[config.mk]
export PLATFORM = sky130hd
export DESIGN_NAME = pwo_fifo
export DESIGN_NICKNAME = d
export VERILOG_FILES = /design/src/rtl/pwo_pkg.sv /design/src/rtl/pwo_fifo.sv
export VERILOG_INCLUDE_DIRS = /design/src /design/src/include
export SDC_FILE = /design/constraint.sdc
export NUM_CORES = 1
export LEC_CHECK = 0
export BUFFER_PORTS_ARGS = -buffer_cell sky130_fd_sc_hd__buf_4
export CAP_MARGIN = 25
export CORE_UTILIZATION = 27
export DETAILED_ROUTE_END_ITERATION = 16
export GPL_TIMING_DRIVEN = 0
export PLACE_DENSITY_LB_ADDON = 0.15
export SYNTH_ARGS = -nofsm -noshare
export SYNTH_HDL_FRONTEND = slang
export SYNTH_SLANG_ARGS = --single-unit
[constraint.sdc]
create_clock -name clk -period 7.1 [get_ports clk]
set_input_delay 0 -clock clk [delete_from_list [all_inputs] [get_ports clk]]
set_output_delay 0 -clock clk [all_outputs]
set_load 0.03 [all_outputs]
[src/include/pwo_defines.svh]
// ======================================================================
// Sizing for the point-wise engine; q must stay below 2^23 for the
// folded reduction, and the FIFO depth must be a power of two
// ======================================================================
`ifndef PWO_DEFINES_SVH
`define PWO_DEFINES_SVH

// Bits per stored coefficient
`define PWO_REG_SIZE 24

// Dilithium modulus, 2^23 - 2^13 + 1
`define PWO_Q 23'd8380417

// Coefficients per polynomial
`define PWO_N 256

// Coefficients packed in one memory word
`define PWO_LANES 4
`define PWO_WORD_W 96

// 64 words per polynomial
`define PWO_ADDR_W 6

// Operand pair buffer entries
`define PWO_FIFO_DEPTH 4

`endif
[src/rtl/pwo_pkg.sv]
// ======================================================================
// Shared types; lane 0 sits in the low bits of a memory word
// ======================================================================
`include "pwo_defines.svh"

package pwo_pkg;

    // Point-wise operation selected at start
    typedef enum logic [1:0] {
        PWM = 2'd0,
        PWA = 2'd1,
        PWS = 2'd2
    } pwo_mode_t;

    // Host load target
    typedef enum logic {
        SEL_A = 1'b0,
        SEL_B = 1'b1
    } pwo_sel_t;

    // Stored as a flat word, computed per coefficient
    typedef union packed {
        logic [`PWO_WORD_W-1:0] raw;
        logic [`PWO_LANES-1:0][`PWO_REG_SIZE-1:0] lane;
    } pwo_word_u;

endpackage

[src/rtl/pwo_fifo.sv]
// ======================================================================
// Operand pair buffer; output is registered storage, visible the
// cycle after the push
// ======================================================================
`include "pwo_defines.svh"

module pwo_fifo (
    input  logic               clk,
    input  logic               rst_n,
    input  logic               in_valid,
    input  pwo_pkg::pwo_word_u in_a,
    input  pwo_pkg::pwo_word_u in_b,
    input  logic               out_ready,
    output logic               in_ready,
    output logic               out_valid,
    output pwo_pkg::pwo_word_u out_a,
    output pwo_pkg::pwo_word_u out_b,
    output logic [$clog2(`PWO_FIFO_DEPTH+1)-1:0] count
);
    import pwo_pkg::*;

    localparam int DEPTH = `PWO_FIFO_DEPTH;
    localparam int PTR_W = $clog2(DEPTH);

    pwo_word_u        buf_a [DEPTH];
    pwo_word_u        buf_b [DEPTH];
    logic [PTR_W-1:0] wr_ptr;
    logic [PTR_W-1:0] rd_ptr;
    logic             push;
    logic             pop;

    assign in_ready  = (count != DEPTH);
    assign out_valid = (count != '0);
    assign push      = in_valid && in_ready;
    assign pop       = out_valid && out_ready;
    assign out_a     = buf_a[rd_ptr];
    assign out_b     = buf_b[rd_ptr];

    // Pointers wrap on their own width
    always_ff @(posedge clk) begin
        if (!rst_n) begin
            wr_ptr <= '0;
            rd_ptr <= '0;
            count  <= '0;
        end else begin
            if (push) begin
                wr_ptr <= wr_ptr + 1'b1;
            end
            if (pop) begin
                rd_ptr <= rd_ptr + 1'b1;
            end
            count <= count + push - pop;
        end
    end

    always_ff @(posedge clk) begin
        if (push) begin
            buf_a[wr_ptr] <= in_a;
            buf_b[wr_ptr] <= in_b;
        end
    end

    // Producer never offers a word to a full buffer
    a_no_push_full: assert property (
        @(posedge clk) disable iff (!rst_n) in_valid |-> in_ready
    );

    // A pop must find a written entry between the pointers
    a_no_pop_empty: assert property (
        @(posedge clk) disable iff (!rst_n)
        pop |-> (wr_ptr != rd_ptr) || (count == DEPTH)
    );

endmodule

==> summary.txt <==
Layout
  – FILL cells: about 9500
  – Non-filler instance count after layout: 3205
  – Area delta synth->final: 35.4%
  – Multi-input logic area: 4600 um^2
  – Register area: about 23000 um^2
  – Share of cells above drive strength 1: 42.8%
  – Nets@finish: about 2000

CTS
  – H-tree depth: 3
  – Clk pin slew, worst setup/hold paths: ~60 ps
  – Clk root buf: clkbuf_16
  – CTS buffer count: 88
  – Clock tree sinks: 777
  – Clk_lat worst skew: 640 ps
  – CTS tree: yes
  – CTS max path bufs: 3
  – Post-CTS setup buffers: 0

Critical path
  – Worst path max stage delay: 660 ps
  – Top delay family on crit path: buffers and inverters
  – CP required: roughly 7400 ps
  – Critical path capture point type: flop
  – Peak fanout along the critical path: 35
  – Worst path arrival time: between 3000 and 4000 ps
  – Kind of critical path: reg2reg
  – Critical R2R Launch: count[1]
  – Crit. Startpoint: count[1]
  – Worst path bufs/invs: 3
  – Reg2Reg Depth: 6
  – Startpoint Class: flop
  – CP endpoint: buf_b[0][16]
  – Reg2reg end: buf_b[0][16]
  – Critical path, cell by cell: nor2_1 > a21boi_1 > and2_4 > buf_12 > buf_16 > buf_16
  – Worst path depth: 6
  – R2R setup slack: approximately 4000 ps
  – Top cell by count, worst path: buf_16
  – Critical-path top delay cell: a21boi_1

Placed design
  – GPL Wtd Cong: about 0.65
  – Placed cell count: 2844
  – DP Worst Slack: approximately 3900 ps
  – PortBufs: between 300 and 400
  – DP HPWL: 41.9 mm

Logic synthesis
  – Seq/Total Area, Yosys: 81.9%
  – Seq cells post-synth: 777
  – Syn nets: between 1000 and 1500
  – Mapped Area: 28400 um^2
  – Post-Synthesis Mean Instance Area: 27.0 um^2
  – Gate Count Post-Synth: 1051
  – Synth cell types: 21
  – Yosys warns: 0

Power and ir drop
  – Sequential Power Share: 39.7%
  – Comb pwr share: 29.2%
  – Internal: slightly below 10000 uW
  – Share of total power in the clock network: 31.1%
  – Sw Ratio: 30.1%
  – Switching Power: 4270 uW
  – Leak: between 0.01 and 0.015 uW
  – Peak VDD IR: 0.194 mV
  – P per Cell Area: 370 nW/um^2

Floorplanning
  – Initial Util: 27.3%
  – Die area: 106000 um^2
  – Core box area: 104000 um^2
  – FP Rows: 118
  – Num ports: 393
  – Die height: 326 um
  – Die width: about 330 um

Timing
  – Final Cycle Share: 43.7%
  – Final clock skew: 23.4 ps
  – Unrepaired setup endpoints after global routing: no
  – Final WS setup: 3990 ps
  – Hold Vio Cnt, Final: 0
  – Final critical-path required period: 3110 ps
  – Slew HR: between 30 and 40%
  – Final setup fails: 0
  – Peak Freq: between 300 and 400 MHz
  – Worst slew pin tran: 900 ps
  – Max Slew Vio Count: 0
  – Post-route setup TNS: 0 ps

Hold path
  – Hold path startpoint: in_b[41]
  – Hold Path Class: in2reg

Detailed routing
  – Wirelength, routed: between 60 and 70 mm
  – Drt initial violations: 588
  – Via Count: ~14000
  – Pre-Repair DR Iteration Count: 4
  – Drt drc: 0
  – Final ANT Viol Nets: 0
  – Vias per cell: around 4.2
  – Routed WL per cell: ~21 um

Flow run
  – Max_cap viols: 0

Global routing
  – Maximum number of pins on one net before global-route repair: between 40 and 50
  – Total track usage: 12.5%
  – First-pass GRT wire length: 98.4 mm
  – GRT overflow: 0
  – Vias in the first global route: approximately 15000
  – Antenna violations before repair: 3

Outcome
  – Status: finished, final reports clean
## metrics by stage
step           area, um^2  total power (uW)  util [%]  hold WS (ps)
3_5_place_dp        33600              9930      32.4           202
6_report            38400             14200      37.0           101
4_1_cts             38400             14500      37.0          28.9
3_3_place_gp        33000             10000      31.8           198
5_1_grt             38400             14800      37.0          55.3
2_1_floorplan       28400              8400         -          98.9
## cell usage in the layout, fill, tap and decap left out
master / n
fa_1: 1
nor2_1: 1
clkinv_4: 4
or3_1: 1
clkinv_2: 18
mux4_2: 192
edfxtp_1: 768
buf_16: 17
dlygate4sd3_1: 196
buf_4: 392
clkbuf_1: 12
nor2b_1: 3
buf_12: 23
buf_2: 18
ha_1: 6
and2_1: 3
inv_6: 3
buf_8: 2
dfxtp_1: 9
clkinvlp_4: 7
xnor2_1: 4
clkbuf_16: 93
inv_8: 1
inv_1: 5
mux2i_1: 2
o311ai_0: 1
bufinv_16: 6
buf_6: 1
o31a_1: 1
a21boi_1: 1
clkinv_1: 24
and2_4: 4
diode_2: 1
nand2_1: 5
## how the worst min path moves through the flow
stage                         to  cells past startpoint
floorplan            buf_a[0][0]                      0
global placement    buf_a[1][62]                      1
detailed placement  buf_a[2][74]                      1
CTS                 buf_a[3][62]                      2
global route        buf_a[2][30]                      2
finish              buf_b[0][41]                      2
## logic make-up after synthesis
logic type	synth area share, %
AOI/OAI and AO/OA	0.0882
xor gates and xnor gates	0.123
adders and majority gates	0.335
buffers and inverters	1.91
DFF	81.9
muxes	15.3
and+or+nand+nor	0.322
## registers in the layout (all words and copies together) (netlist names), named ones only
name	flops
buf_a	384
buf_b	384
count	3
rd_ptr	2
wr_ptr	2
## Yosys cell counts
cell type	instances	share of area (%)
edfxtp_1	768	81
mux4_2	192	15
buf_12	20	1.4
buf_2	18	0.32
dfxtp_1	9	0.63
and2_1	7	0.15
ha_1	6	0.26
inv_1	5	0.066
nand2_1	5	0.066
clkbuf_1	4	0.053
xnor2_1	4	0.12
nor2b_1	3	0.066
mux2i_1	2	0.071
a21boi_1	1	0.026
buf_4	1	0.026
buf_6	1	0.040
fa_1	1	0.071
nor2_1	1	0.013
o311ai_0	1	0.031
o31a_1	1	0.031
or3_1	1	0.022
## power by group through the flow
stage               Clock (uW)  Combinational, uW  Sequential [uW]
detailed placement           0               4180             5750
CTS                       4580               4290             5650
finish                    4410               4140             5640
global route              4720               4410             5680
floorplan                    0               2570             5830
global placement             0               4070             5950
## per-layer routing
metal | part of all wire [%] | global-route usage, % | wire, um | vias to the layer above
li1 | - | - | - | 5989
met1 | 40 | 15.1 | 26700 | 7138
met2 | 50 | 21.2 | 33100 | 339
met3 | 7.1 | 4.17 | 4680 | 108
met4 | 2.7 | 3.83 | 1790 | 2
met5 | 0.020 | 0 | 13 | -
## area by class of cell
| class | count | area share (%) |
|---|---|---|
| timing repair buffer | 609 | 14.2 |
| sequential | 777 | 60.5 |
| multi-input combinational | 225 | 12.0 |
| buffer | 44 | 1.36 |
| antenna | 1 | 0.00651 |
| inverter | 5 | 0.0489 |
| tap | 1380 | 4.49 |
| clock inverter | 63 | 1.26 |
| clock buffer | 101 | 6.14 |
## what timing repair did
item / CTS / global route
endpoints found under the setup margin: 0 / 0
resized for setup: 0 / 0
hold buffers: 196 / 0
hold endpoints to repair: 777 / 0
Power figures use the tool's default switching activity.
