### src/include/pwo_defines.svh
// ======================================================================
// Sizing for the point-wise engine; q must stay below 2^23 for the
// folded reduction, and the FIFO depth must be a power of two
// ======================================================================
`ifndef PWO_DEFINES_SVH
`define PWO_DEFINES_SVH

// Bits per stored coefficient
`define PWO_REG_SIZE 24

// Dilithium modulus, 2^23 - 2^13 + 1
`define PWO_Q 23'd8380417

// Coefficients per polynomial
`define PWO_N 256

// Coefficients packed in one memory word
`define PWO_LANES 4
`define PWO_WORD_W 96

// 64 words per polynomial
`define PWO_ADDR_W 6

// Operand pair buffer entries
`define PWO_FIFO_DEPTH 4

`endif
### src/rtl/pwo_pkg.sv
// ======================================================================
// Shared types; lane 0 sits in the low bits of a memory word
// ======================================================================
`include "pwo_defines.svh"

package pwo_pkg;

    // Point-wise operation selected at start
    typedef enum logic [1:0] {
        PWM = 2'd0,
        PWA = 2'd1,
        PWS = 2'd2
    } pwo_mode_t;

    // Host load target
    typedef enum logic {
        SEL_A = 1'b0,
        SEL_B = 1'b1
    } pwo_sel_t;

    // Stored as a flat word, computed per coefficient
    typedef union packed {
        logic [`PWO_WORD_W-1:0] raw;
        logic [`PWO_LANES-1:0][`PWO_REG_SIZE-1:0] lane;
    } pwo_word_u;

endpackage

### src/rtl/pwo_reader.sv
// ======================================================================
// Loads are taken only when idle; a run reads all 64 A/B words in
// order, never issuing more reads than the FIFO has free slots
// ======================================================================
`include "pwo_defines.svh"

module pwo_reader (
    input  logic                  clk,
    input  logic                  rst_n,
    input  logic                  zeroize,
    input  logic                  start,
    input  logic                  done,
    input  logic                  load_valid,
    input  pwo_pkg::pwo_sel_t     load_sel,
    input  logic [`PWO_ADDR_W-1:0] load_addr,
    input  pwo_pkg::pwo_word_u    load_data,
    input  pwo_pkg::pwo_word_u    a_rd_data,
    input  pwo_pkg::pwo_word_u    b_rd_data,
    input  logic                  op_ready,
    input  logic [$clog2(`PWO_FIFO_DEPTH+1)-1:0] fifo_count,
    output logic                  load_ready,
    output logic                  busy,
    output logic                  a_wr_en,
    output logic                  b_wr_en,
    output logic [`PWO_ADDR_W-1:0] mem_wr_addr,
    output pwo_pkg::pwo_word_u    mem_wr_data,
    output logic                  rd_en,
    output logic [`PWO_ADDR_W-1:0] rd_addr,
    output logic                  op_valid,
    output pwo_pkg::pwo_word_u    op_a,
    output pwo_pkg::pwo_word_u    op_b
);
    import pwo_pkg::*;

    // Still walking addresses
    logic issuing;
    logic credit_ok;
    logic load_fire;

    // ==================================================================
    // Host load decode
    // ==================================================================
    assign load_ready  = !busy && !zeroize;
    assign load_fire   = load_valid && load_ready;
    assign a_wr_en     = load_fire && (load_sel == SEL_A);
    assign b_wr_en     = load_fire && (load_sel == SEL_B);
    assign mem_wr_addr = load_addr;
    assign mem_wr_data = load_data;

    // ==================================================================
    // Run sequencing
    // ==================================================================
    // Occupied slots plus the read whose data lands this cycle
    assign credit_ok = (int'(fifo_count) + int'(op_valid)) < `PWO_FIFO_DEPTH;
    assign rd_en     = issuing && credit_ok;

    always_ff @(posedge clk) begin
        if (!rst_n) begin
            busy     <= 1'b0;
            issuing  <= 1'b0;
            rd_addr  <= '0;
            op_valid <= 1'b0;
        end else begin
            if (start && !busy) begin
                busy    <= 1'b1;
                issuing <= 1'b1;
                rd_addr <= '0;
            end else if (done) begin
                busy <= 1'b0;
            end
            if (rd_en) begin
                rd_addr <= rd_addr + 1'b1;
                // Last word issued
                if (&rd_addr) begin
                    issuing <= 1'b0;
                end
            end
            // RAM data returns one cycle after the read
            op_valid <= rd_en;
        end
    end

    assign op_a = a_rd_data;
    assign op_b = b_rd_data;

    // Credit accounting must keep the FIFO from ever refusing a push
    a_credit_safe: assert property (
        @(posedge clk) disable iff (!rst_n) op_valid |-> op_ready
    );

endmodule

### config.mk
export PLATFORM = sky130hd
export DESIGN_NAME = pwo_reader
export DESIGN_NICKNAME = d
export VERILOG_FILES = /design/src/rtl/pwo_pkg.sv /design/src/rtl/pwo_reader.sv
export VERILOG_INCLUDE_DIRS = /design/src /design/src/include
export SDC_FILE = /design/constraint.sdc
export NUM_CORES = 1
export LEC_CHECK = 0
export BUFFER_PORTS_ARGS = -buffer_cell sky130_fd_sc_hd__buf_2
export CORE_AREA = 2 2 236 238
export CTS_CLUSTER_SIZE = 8
export DETAILED_ROUTE_END_ITERATION = 10
export DIE_AREA = 0 0 238 240
export PLACE_DENSITY = 0.37
export RECOVER_POWER = 50
export SYNTH_ARGS = -nofsm -noshare
export SYNTH_HDL_FRONTEND = slang
export SYNTH_SLANG_ARGS = --single-unit
### constraint.sdc
create_clock -name clk -period 1.4 [get_ports clk]
set_clock_uncertainty 0.15 [all_clocks]
set_input_delay 0.28 -clock clk [delete_from_list [all_inputs] [get_ports clk]]
set_output_delay 0.28 -clock clk [all_outputs]
set_load 0.05 [all_outputs]
==> results of run 1 <==
[kinds of logic (layout without fill, tap and decap cells)]
kind of cell	Yosys count	count (layout)	share of synthesized area, %
flip-flops	9	9	6.618
buffers and inverters	300	46	82.21
adder cells (fa/ha/maj)	1	1	0.4595
AND/OR/NAND/NOR	31	31	6.847
AO/OA/AOI/OAI	14	14	3.861
other	0	1	0
[worst min-delay path by stage]
stage | slack, ns | start | end | cells after the start
6_report | 0.21 | rst_n | rd_addr[3] | 3
5_1_grt | 0.22 | rst_n | rd_addr[3] | 3
4_1_cts | 0.21 | rst_n | rd_addr[3] | 3
3_5_place_dp | 0.33 | issuing | issuing | 2
3_3_place_gp | 0.33 | issuing | issuing | 2
2_1_floorplan | 0.29 | rst_n | rd_addr[3] | 2
[cells in the final DEF (no fill, tap or decap), drive strengths merged]
master    n
and2      2
nand2b    3
a31oi     1
buf      37
and4b     1
nand2     5
nand3     3
o211ai    2
ha        1
diode     1
dfxtp     9
o2111ai   3
clkbuf    6
nand4     3
or3       1
o311ai    2
nor2b     2
or4b      2
a21oi     2
o31ai     1
o21ai     1
nor2      3
and3      6
a311oi    1
a221oi    1
inv       3
[layout make-up]
class / instances / area, sq um / share of cell area [%]
sequential: 9 / 201.4 / 10.78
tap: 704 / 880.8 / 47.15
antenna: 1 / 2.502 / 0.1340
multi-input combinational: 46 / 381.6 / 20.43
inverter: 3 / 11.26 / 0.6028
timing repair buffer: 39 / 311.5 / 16.68
clock buffer: 4 / 78.83 / 4.220
[metal layers]
layer	GRT usage [%]	up-vias
li1	-	316
met1	1.637	381
met2	4.120	303
met3	4.432	148
met4	5.284	0
met5	0	-
[flip-flops by register name (all words and copies together), names as in the netlist]
name and cells:
busy 1, issuing 1, rd_addr 6, op_valid 1
[what timing repair did]
item	in CTS	in global routing
gates cloned	0	0
gates resized for setup	13	5
buffers inserted	2	0
pin swaps	5	2
endpoints found under the setup margin	7	11
[through the flow]
| step | instances | TNS (ns) | cell area (sq um) |
|---|---|---|---|
| final | 806 | -0.2481 | 1868 |
| after floorplan | 355 | -0.4474 | 2784 |
| after global routing | 805 | -0.4398 | 1866 |
| after CTS | 805 | -0.3075 | 1847 |
| after detailed placement | 799 | -0.4109 | 1708 |
| after global placement | 799 | -0.3648 | 1708 |
[worst max-delay path, cell delays in order, from the launching register on]
cell	delay [ns]
sky130_fd_sc_hd__dfxtp_4	0.35
sky130_fd_sc_hd__nor2_4	0.10
sky130_fd_sc_hd__nand2_2	0.07
sky130_fd_sc_hd__nor2_4	0.12
sky130_fd_sc_hd__buf_6	0.17
[power groups by stage]
stage	Sequential [mW]	Clock [mW]	Combinational [mW]
detailed placement	0.276	0	0.165
floorplan	0.291	0	2.32
global route	0.271	0.534	0.201
global placement	0.276	0	0.166
CTS	0.270	0.524	0.186
finish	0.271	0.514	0.187
==> impl_results.rst, run 1 <==
.. list-table::
   :header-rows: 1

   * - Metric
     - Value
   * - Met1 wire length
     - 1855 microns
   * - Endpoint of the lowest-slack register-to-register path
     - rd_addr[4]
   * - Pwr Density
     - 520.2 nW/um^2
   * - Dominant register cell in the synthesized netlist
     - sky130_fd_sc_hd__dfxtp_1
   * - TritonCTS clock tree
     - done
   * - Starting DRT DRC Count
     - 37
   * - DR top layer
     - met4
   * - Min Tclk post-route
     - roughly 1.5 ns
   * - Overall die width
     - between 200 and 250 microns
   * - Number of antenna violations at the first check in global routing
     - 2
   * - Switching power
     - ~250 uW
   * - Gate count of the mapped netlist
     - ~360
   * - Final weighted congestion of routability-driven global placement
     - 0.6554
   * - Number of buffers on the longest clock path
     - 2
   * - Reported max-cap violation count
     - 0
   * - Top-count cell post-synth
     - sky130_fd_sc_hd__buf_4
   * - Yosys warns
     - 0
   * - Die Y
     - approximately 240 microns
   * - Estimated wirelength of the detail-placed design
     - 8867 microns
   * - Number of global-route vias before repair
     - 1315
   * - GRT Resource Usage Total
     - under 10%
   * - Final net count
     - 408
   * - Clock tree sinks
     - 9
   * - Depth of the worst register-to-register path
     - 4
   * - Fraction of the cycle the final worst path needs
     - 106.0%
   * - Final slew viol count
     - 0
   * - CTS Root Buffer Type
     - sky130_fd_sc_hd__clkbuf_16
   * - Violations in the final reports
     - setup timing
   * - Number of filler cells placed in the layout
     - 6510
   * - Clock insertion delay at the later pin of the skew report
     - around 0.24 ns
   * - P&R area growth vs syn
     - -31.39%
   * - Number of nets with antenna violations after routing
     - 0
   * - Peak supply drop
     - 659.7 uV
   * - CTS Hold Bufs
     - 0
   * - Start of the worst register-to-register path
     - rd_addr[1]
   * - Place WS
     - -0.1398 ns
   * - Number of port buffers
     - 21
   * - Crit path kind
     - flip-flop to output pin
   * - Worst-Margin Slew
     - 0.2838 ns
   * - Synth area leader
     - sky130_fd_sc_hd__buf_4
   * - Finish-stage setup viols
     - 4
   * - Startpoint types
     - flip-flop
   * - Run status
     - complete, but fails checks
   * - # rows
     - 86
   * - CTS H-tree lvls
     - 1
   * - Number of hold violations in the final report
     - 0
   * - DR vias
     - 1148
   * - Crit path setup slack, layout
     - -0.08338 ns
   * - Detailed route wirelength on metal2
     - 3920 microns
   * - Total routed wirelength
     - 10690 microns
   * - Number of synthesized flops with an enable pin
     - 0
   * - Seq/Total Area, Yosys
     - between 6 and 7%
   * - Portion of total power attributed to combinational logic
     - 19.2%
   * - Power Total
     - 971.7 uW
   * - Top post-synthesis cells by area
     - sky130_fd_sc_hd__buf_4 (81%), sky130_fd_sc_hd__dfxtp_1 (6.6%), sky130_fd_sc_hd__and3_1 (1.1%)
   * - Pin count of the biggest net entering global routing
     - 8
   * - Post-synthesis net count
     - about 660
   * - Switching fraction of total power
     - 25.81%
   * - Library cells used by synthesis
     - 29
   * - Data required time of the critical path
     - 0.97 ns
   * - Fraction of registers with async set or reset after synthesis
     - 0%
   * - Routed wire per std cell
     - 13.26 microns
   * - Kind of end point of the critical path
     - output pin
   * - Final Core Density
     - 3.417%
   * - Worst slew margin
     - approximately four fifths
   * - Share of Yosys cell area claimed by the top area cell type
     - 81.07%
   * - Average instance area after synthesis
     - 7.669 sq um
   * - 1st-pass router iterations
     - 4
   * - Sequential Power Share
     - between 20% and 30%
   * - Fraction of final layout cells with drive strength greater than 1
     - 63.37%
   * - Overflow left after global routing
     - 0
   * - Core Box Area
     - 54660 sq um
   * - Number of vias per cell after detailed routing
     - 1.424
   * - Largest driver fanout on the critical path
     - 3
   * - Critical path origin
     - busy
   * - Final-layout worst hold slack
     - 0.2141 ns
   * - Hold Path Class
     - input pin to flip-flop
   * - R2r setup slk
     - -0.07 ns
   * - Wire length of the first global-routing pass
     - 12480 microns
   * - Data arrival, critical path
     - 1.05 ns
   * - Routed wire length on met3
     - 3202 microns
   * - Number of buffers inserted during clock tree synthesis
     - 3
   * - Combined area of all synthesized cells
     - 2723 sq um
   * - Clock transition at path regs
     - 0.04 ns
   * - Die area
     - 57120 sq um
   * - Yosys reg bits
     - 9
   * - Clk pwr share
     - a little over half
   * - Termination of the worst setup path
     - a_wr_en
   * - Maximum clock frequency
     - 674.1 MHz
   * - Initial Util
     - 4.981%
   * - Static leakage
     - approximately 0.44 nW
   * - Internal power
     - between 700 and 800 uW
   * - Most frequent cells after synthesis
     - sky130_fd_sc_hd__buf_4 (294), sky130_fd_sc_hd__dfxtp_1 (9), sky130_fd_sc_hd__and3_1 (5), sky130_fd_sc_hd__nand2_1 (5)
   * - Detailed-route DRC error count
     - 0
   * - I/O pin cnt
     - 611
   * - Unrepaired setup endpoints after global routing
     - true
Power figures use the tool's default switching activity.
==> run 2, diff against run 1 <==
Settings changed: CTS_BUF_LIST from default to sky130_fd_sc_hd__clkbuf_4, SETUP_SLACK_MARGIN from default to 0.05.
==> run 2 against run 1 <==
  * The run still ends with setup timing left
  * Critical path depth decreased by 1
  * Final area increased by 3.8%
  * Core utilization increased by 0.13 points
  * First-iteration DRC count decreased by 16%
  * Worst hold slack got worse by 0.069 ns
  * Routed wire length decreased by 5.8%
  * Largest cell class unchanged
==> impl_results.rst, run 2 (synthesis results as in run 1) <==
.. list-table::
   :header-rows: 1

   * - Metric
     - Value
   * - Run status
     - complete, but fails checks
   * - Violations in the final reports
     - setup timing
   * - Overall die width
     - 238 microns (unchanged)
   * - Routed wire per std cell
     - 12.46 microns (-6.0%)
   * - Data required time of the critical path
     - 0.97 ns (about the same)
   * - Clock transition at path regs
     - 0.07 ns (+0.03 ns)
   * - Data arrival, critical path
     - 1.07 ns (+0.02 ns)
   * - Starting DRT DRC Count
     - 31 (-16%)
   * - P&R area growth vs syn
     - -28.77%
   * - Die area
     - 57120 sq um (unchanged)
   * - Clock insertion delay at the later pin of the skew report
     - 0.27 ns (+0.03 ns)
   * - Die Y
     - 240 microns (unchanged)
   * - Initial Util
     - 4.981% (unchanged)
   * - Number of buffers inserted during clock tree synthesis
     - 3 (unchanged)
   * - Reported max-cap violation count
     - 0 (unchanged)
   * - CTS H-tree lvls
     - 1 (unchanged)
   * - I/O pin cnt
     - 611 (unchanged)
   * - Crit-path cells
     - nor2_4 > and3_4 > buf_8
   * - Finish-stage setup viols
     - 5 (+1)
   * - Worst-Margin Slew
     - 0.3010 ns (+0.01717 ns)
   * - Number of port buffers
     - 21 (unchanged)
   * - Startpoint types
     - flip-flop
   * - Number of global-route vias before repair
     - 1313 (-0.15%)
   * - GRT Resource Usage Total
     - 3.154% (-0.19 points)
   * - Peak supply drop
     - 147.4 uV (-78%)
   * - Number of hold violations in the final report
     - 0 (unchanged)
   * - Final net count
     - 411 (+0.74%)
   * - Top reg by flops
     - rd_addr
   * - Total inserted antenna cells
     - 0 (-1)
   * - # rows
     - 86 (unchanged)
   * - Largest driver fanout on the critical path
     - 3 (unchanged)
   * - Total buffers and inverters traversed by the critical path
     - 1 (unchanged)
   * - Most frequent cells in the layout
     - sky130_fd_sc_hd__buf_4 (17), sky130_fd_sc_hd__buf_2 (9), sky130_fd_sc_hd__buf_6 (8)
   * - Fraction of final layout cells with drive strength greater than 1
     - 72.12% (+8.7 points)
   * - Worst slew margin
     - 79.91% (-1.3 points)
   * - Hold Path Class
     - input pin to flip-flop
   * - Place WS
     - -0.1252 ns (+0.01464 ns)
   * - Number of buffers on the longest clock path
     - 2 (unchanged)
   * - Maximum clock frequency
     - 665.9 MHz (-1.2%)
   * - Final weighted congestion of routability-driven global placement
     - 0.6596 (+0.64%)
   * - Fraction of the cycle the final worst path needs
     - 107.3% (+1.3 points)
   * - Crit-path slowest cell
     - sky130_fd_sc_hd__dfxtp_4
   * - Number of nets with antenna violations after routing
     - 0 (unchanged)
   * - Number of antenna violations at the first check in global routing
     - 0 (-2)
   * - Max reg flops
     - 6 (unchanged)
   * - Final-layout worst hold slack
     - 0.1452 ns (-0.06892 ns)
   * - Crit path setup slack, layout
     - -0.1016 ns (-0.01827 ns)
   * - Pwr Density
     - 371.8 nW/um^2 (-29%)
   * - Dominant delay contributor by cell family on the critical path
     - flip-flops
   * - Final slew viol count
     - 0 (unchanged)
   * - Detailed-route DRC error count
     - 0 (unchanged)
   * - Clock tree sinks
     - 9 (unchanged)
   * - Total routed wirelength
     - 10070 microns (-5.8%)
   * - Estimated wirelength of the detail-placed design
     - 8251 microns (-6.9%)
   * - CTS Hold Bufs
     - 0 (unchanged)
   * - Overflow left after global routing
     - 0 (unchanged)
   * - Kind of end point of the critical path
     - output pin
   * - Pin count of the biggest net entering global routing
     - 9 (+1)
   * - Number of vias per cell after detailed routing
     - 1.421 (-0.25%)
   * - Static leakage
     - 0.4555 nW (+4.5%)
   * - Wire length of the first global-routing pass
     - 11830 microns (-5.2%)
   * - TritonCTS clock tree
     - done
   * - Leading cell type in the layout, fill and taps excluded
     - sky130_fd_sc_hd__buf_4
   * - CTS Root Buffer Type
     - sky130_fd_sc_hd__clkbuf_4
   * - Min Tclk post-route
     - 1.502 ns (+0.01827 ns)
   * - DR vias
     - 1148 (unchanged)
   * - Accumulated negative setup slack
     - -0.4373 ns (-0.1892 ns)
   * - Largest stage delay on the critical path
     - 0.36 ns (about the same)
   * - Unrepaired setup endpoints after global routing
     - true
   * - 1st-pass router iterations
     - 3 (-1)
   * - Core Box Area
     - 54660 sq um (unchanged)
   * - Crit path kind
     - flip-flop to output pin
## run 2: cell count changes in the layout (fill, tap and decap cells not counted), sizes merged
| cell | change |
|---|---|
| diode | -1 |
| clkbuf | -1 |
| buf | +4 |
## run 2: worst paths after layout
path / start / to / slack, ns / cells after the start
setup / recovery: busy / b_wr_en / -0.10 / 3
hold / removal: done / busy / 0.15 / 3
setup reg to reg: rd_addr[1] / rd_addr[4] / -0.09 / 4
hold reg to reg: rd_addr[2] / rd_addr[2] / 0.38 / 1
## run 2: per-layer routing
layer	up-vias	global-route usage, %	share of wire [%]
met5	-	0	0
met4	0	4.110	12
met3	138	4.524	32
met2	302	4.094	39
met1	386	1.492	17
li1	322	-	-
## run 2: cell type report
class	count	area, sq um
Tap cell	704	880.8
Timing Repair Buffer	42	385.4
Fill cell	6507	52720
Inverter	3	13.76
Multi-Input combinational cell	46	427.9
Clock buffer	4	30.03
Sequential cell	9	201.4
## run 2: report_power, final
group	internal (mW)	switching, mW	total (mW)
sequential	0.260	0.00798	0.268
combinational	0.0905	0.122	0.213
clock	0.130	0.111	0.240
## run 2: tightest hold or removal path: cells and delay by family
family	cells	cell delay [ns]
buffers and inverters	1	0.09
AOI/OAI and AO/OA	1	0.06
and+or+nand+nor	1	0.10
## run 2: what timing repair did
item	CTS	global route
setup buffers	6	4
hold endpoints to repair	0	0
endpoints found under the setup margin	15	16
gates resized for setup	27	20
pin swaps	3	6
gates cloned	0	0
## run 2: metrics by stage
step	utilization (%)	instances	area (sq um)	power (mW)
finish	3.548	808	1939	0.7210
global route	3.548	808	1939	0.7698
CTS	3.353	805	1833	0.7302
detailed placement	3.065	796	1675	0.4353
global placement	3.065	796	1675	0.4363
floorplan	-	355	2789	2.617
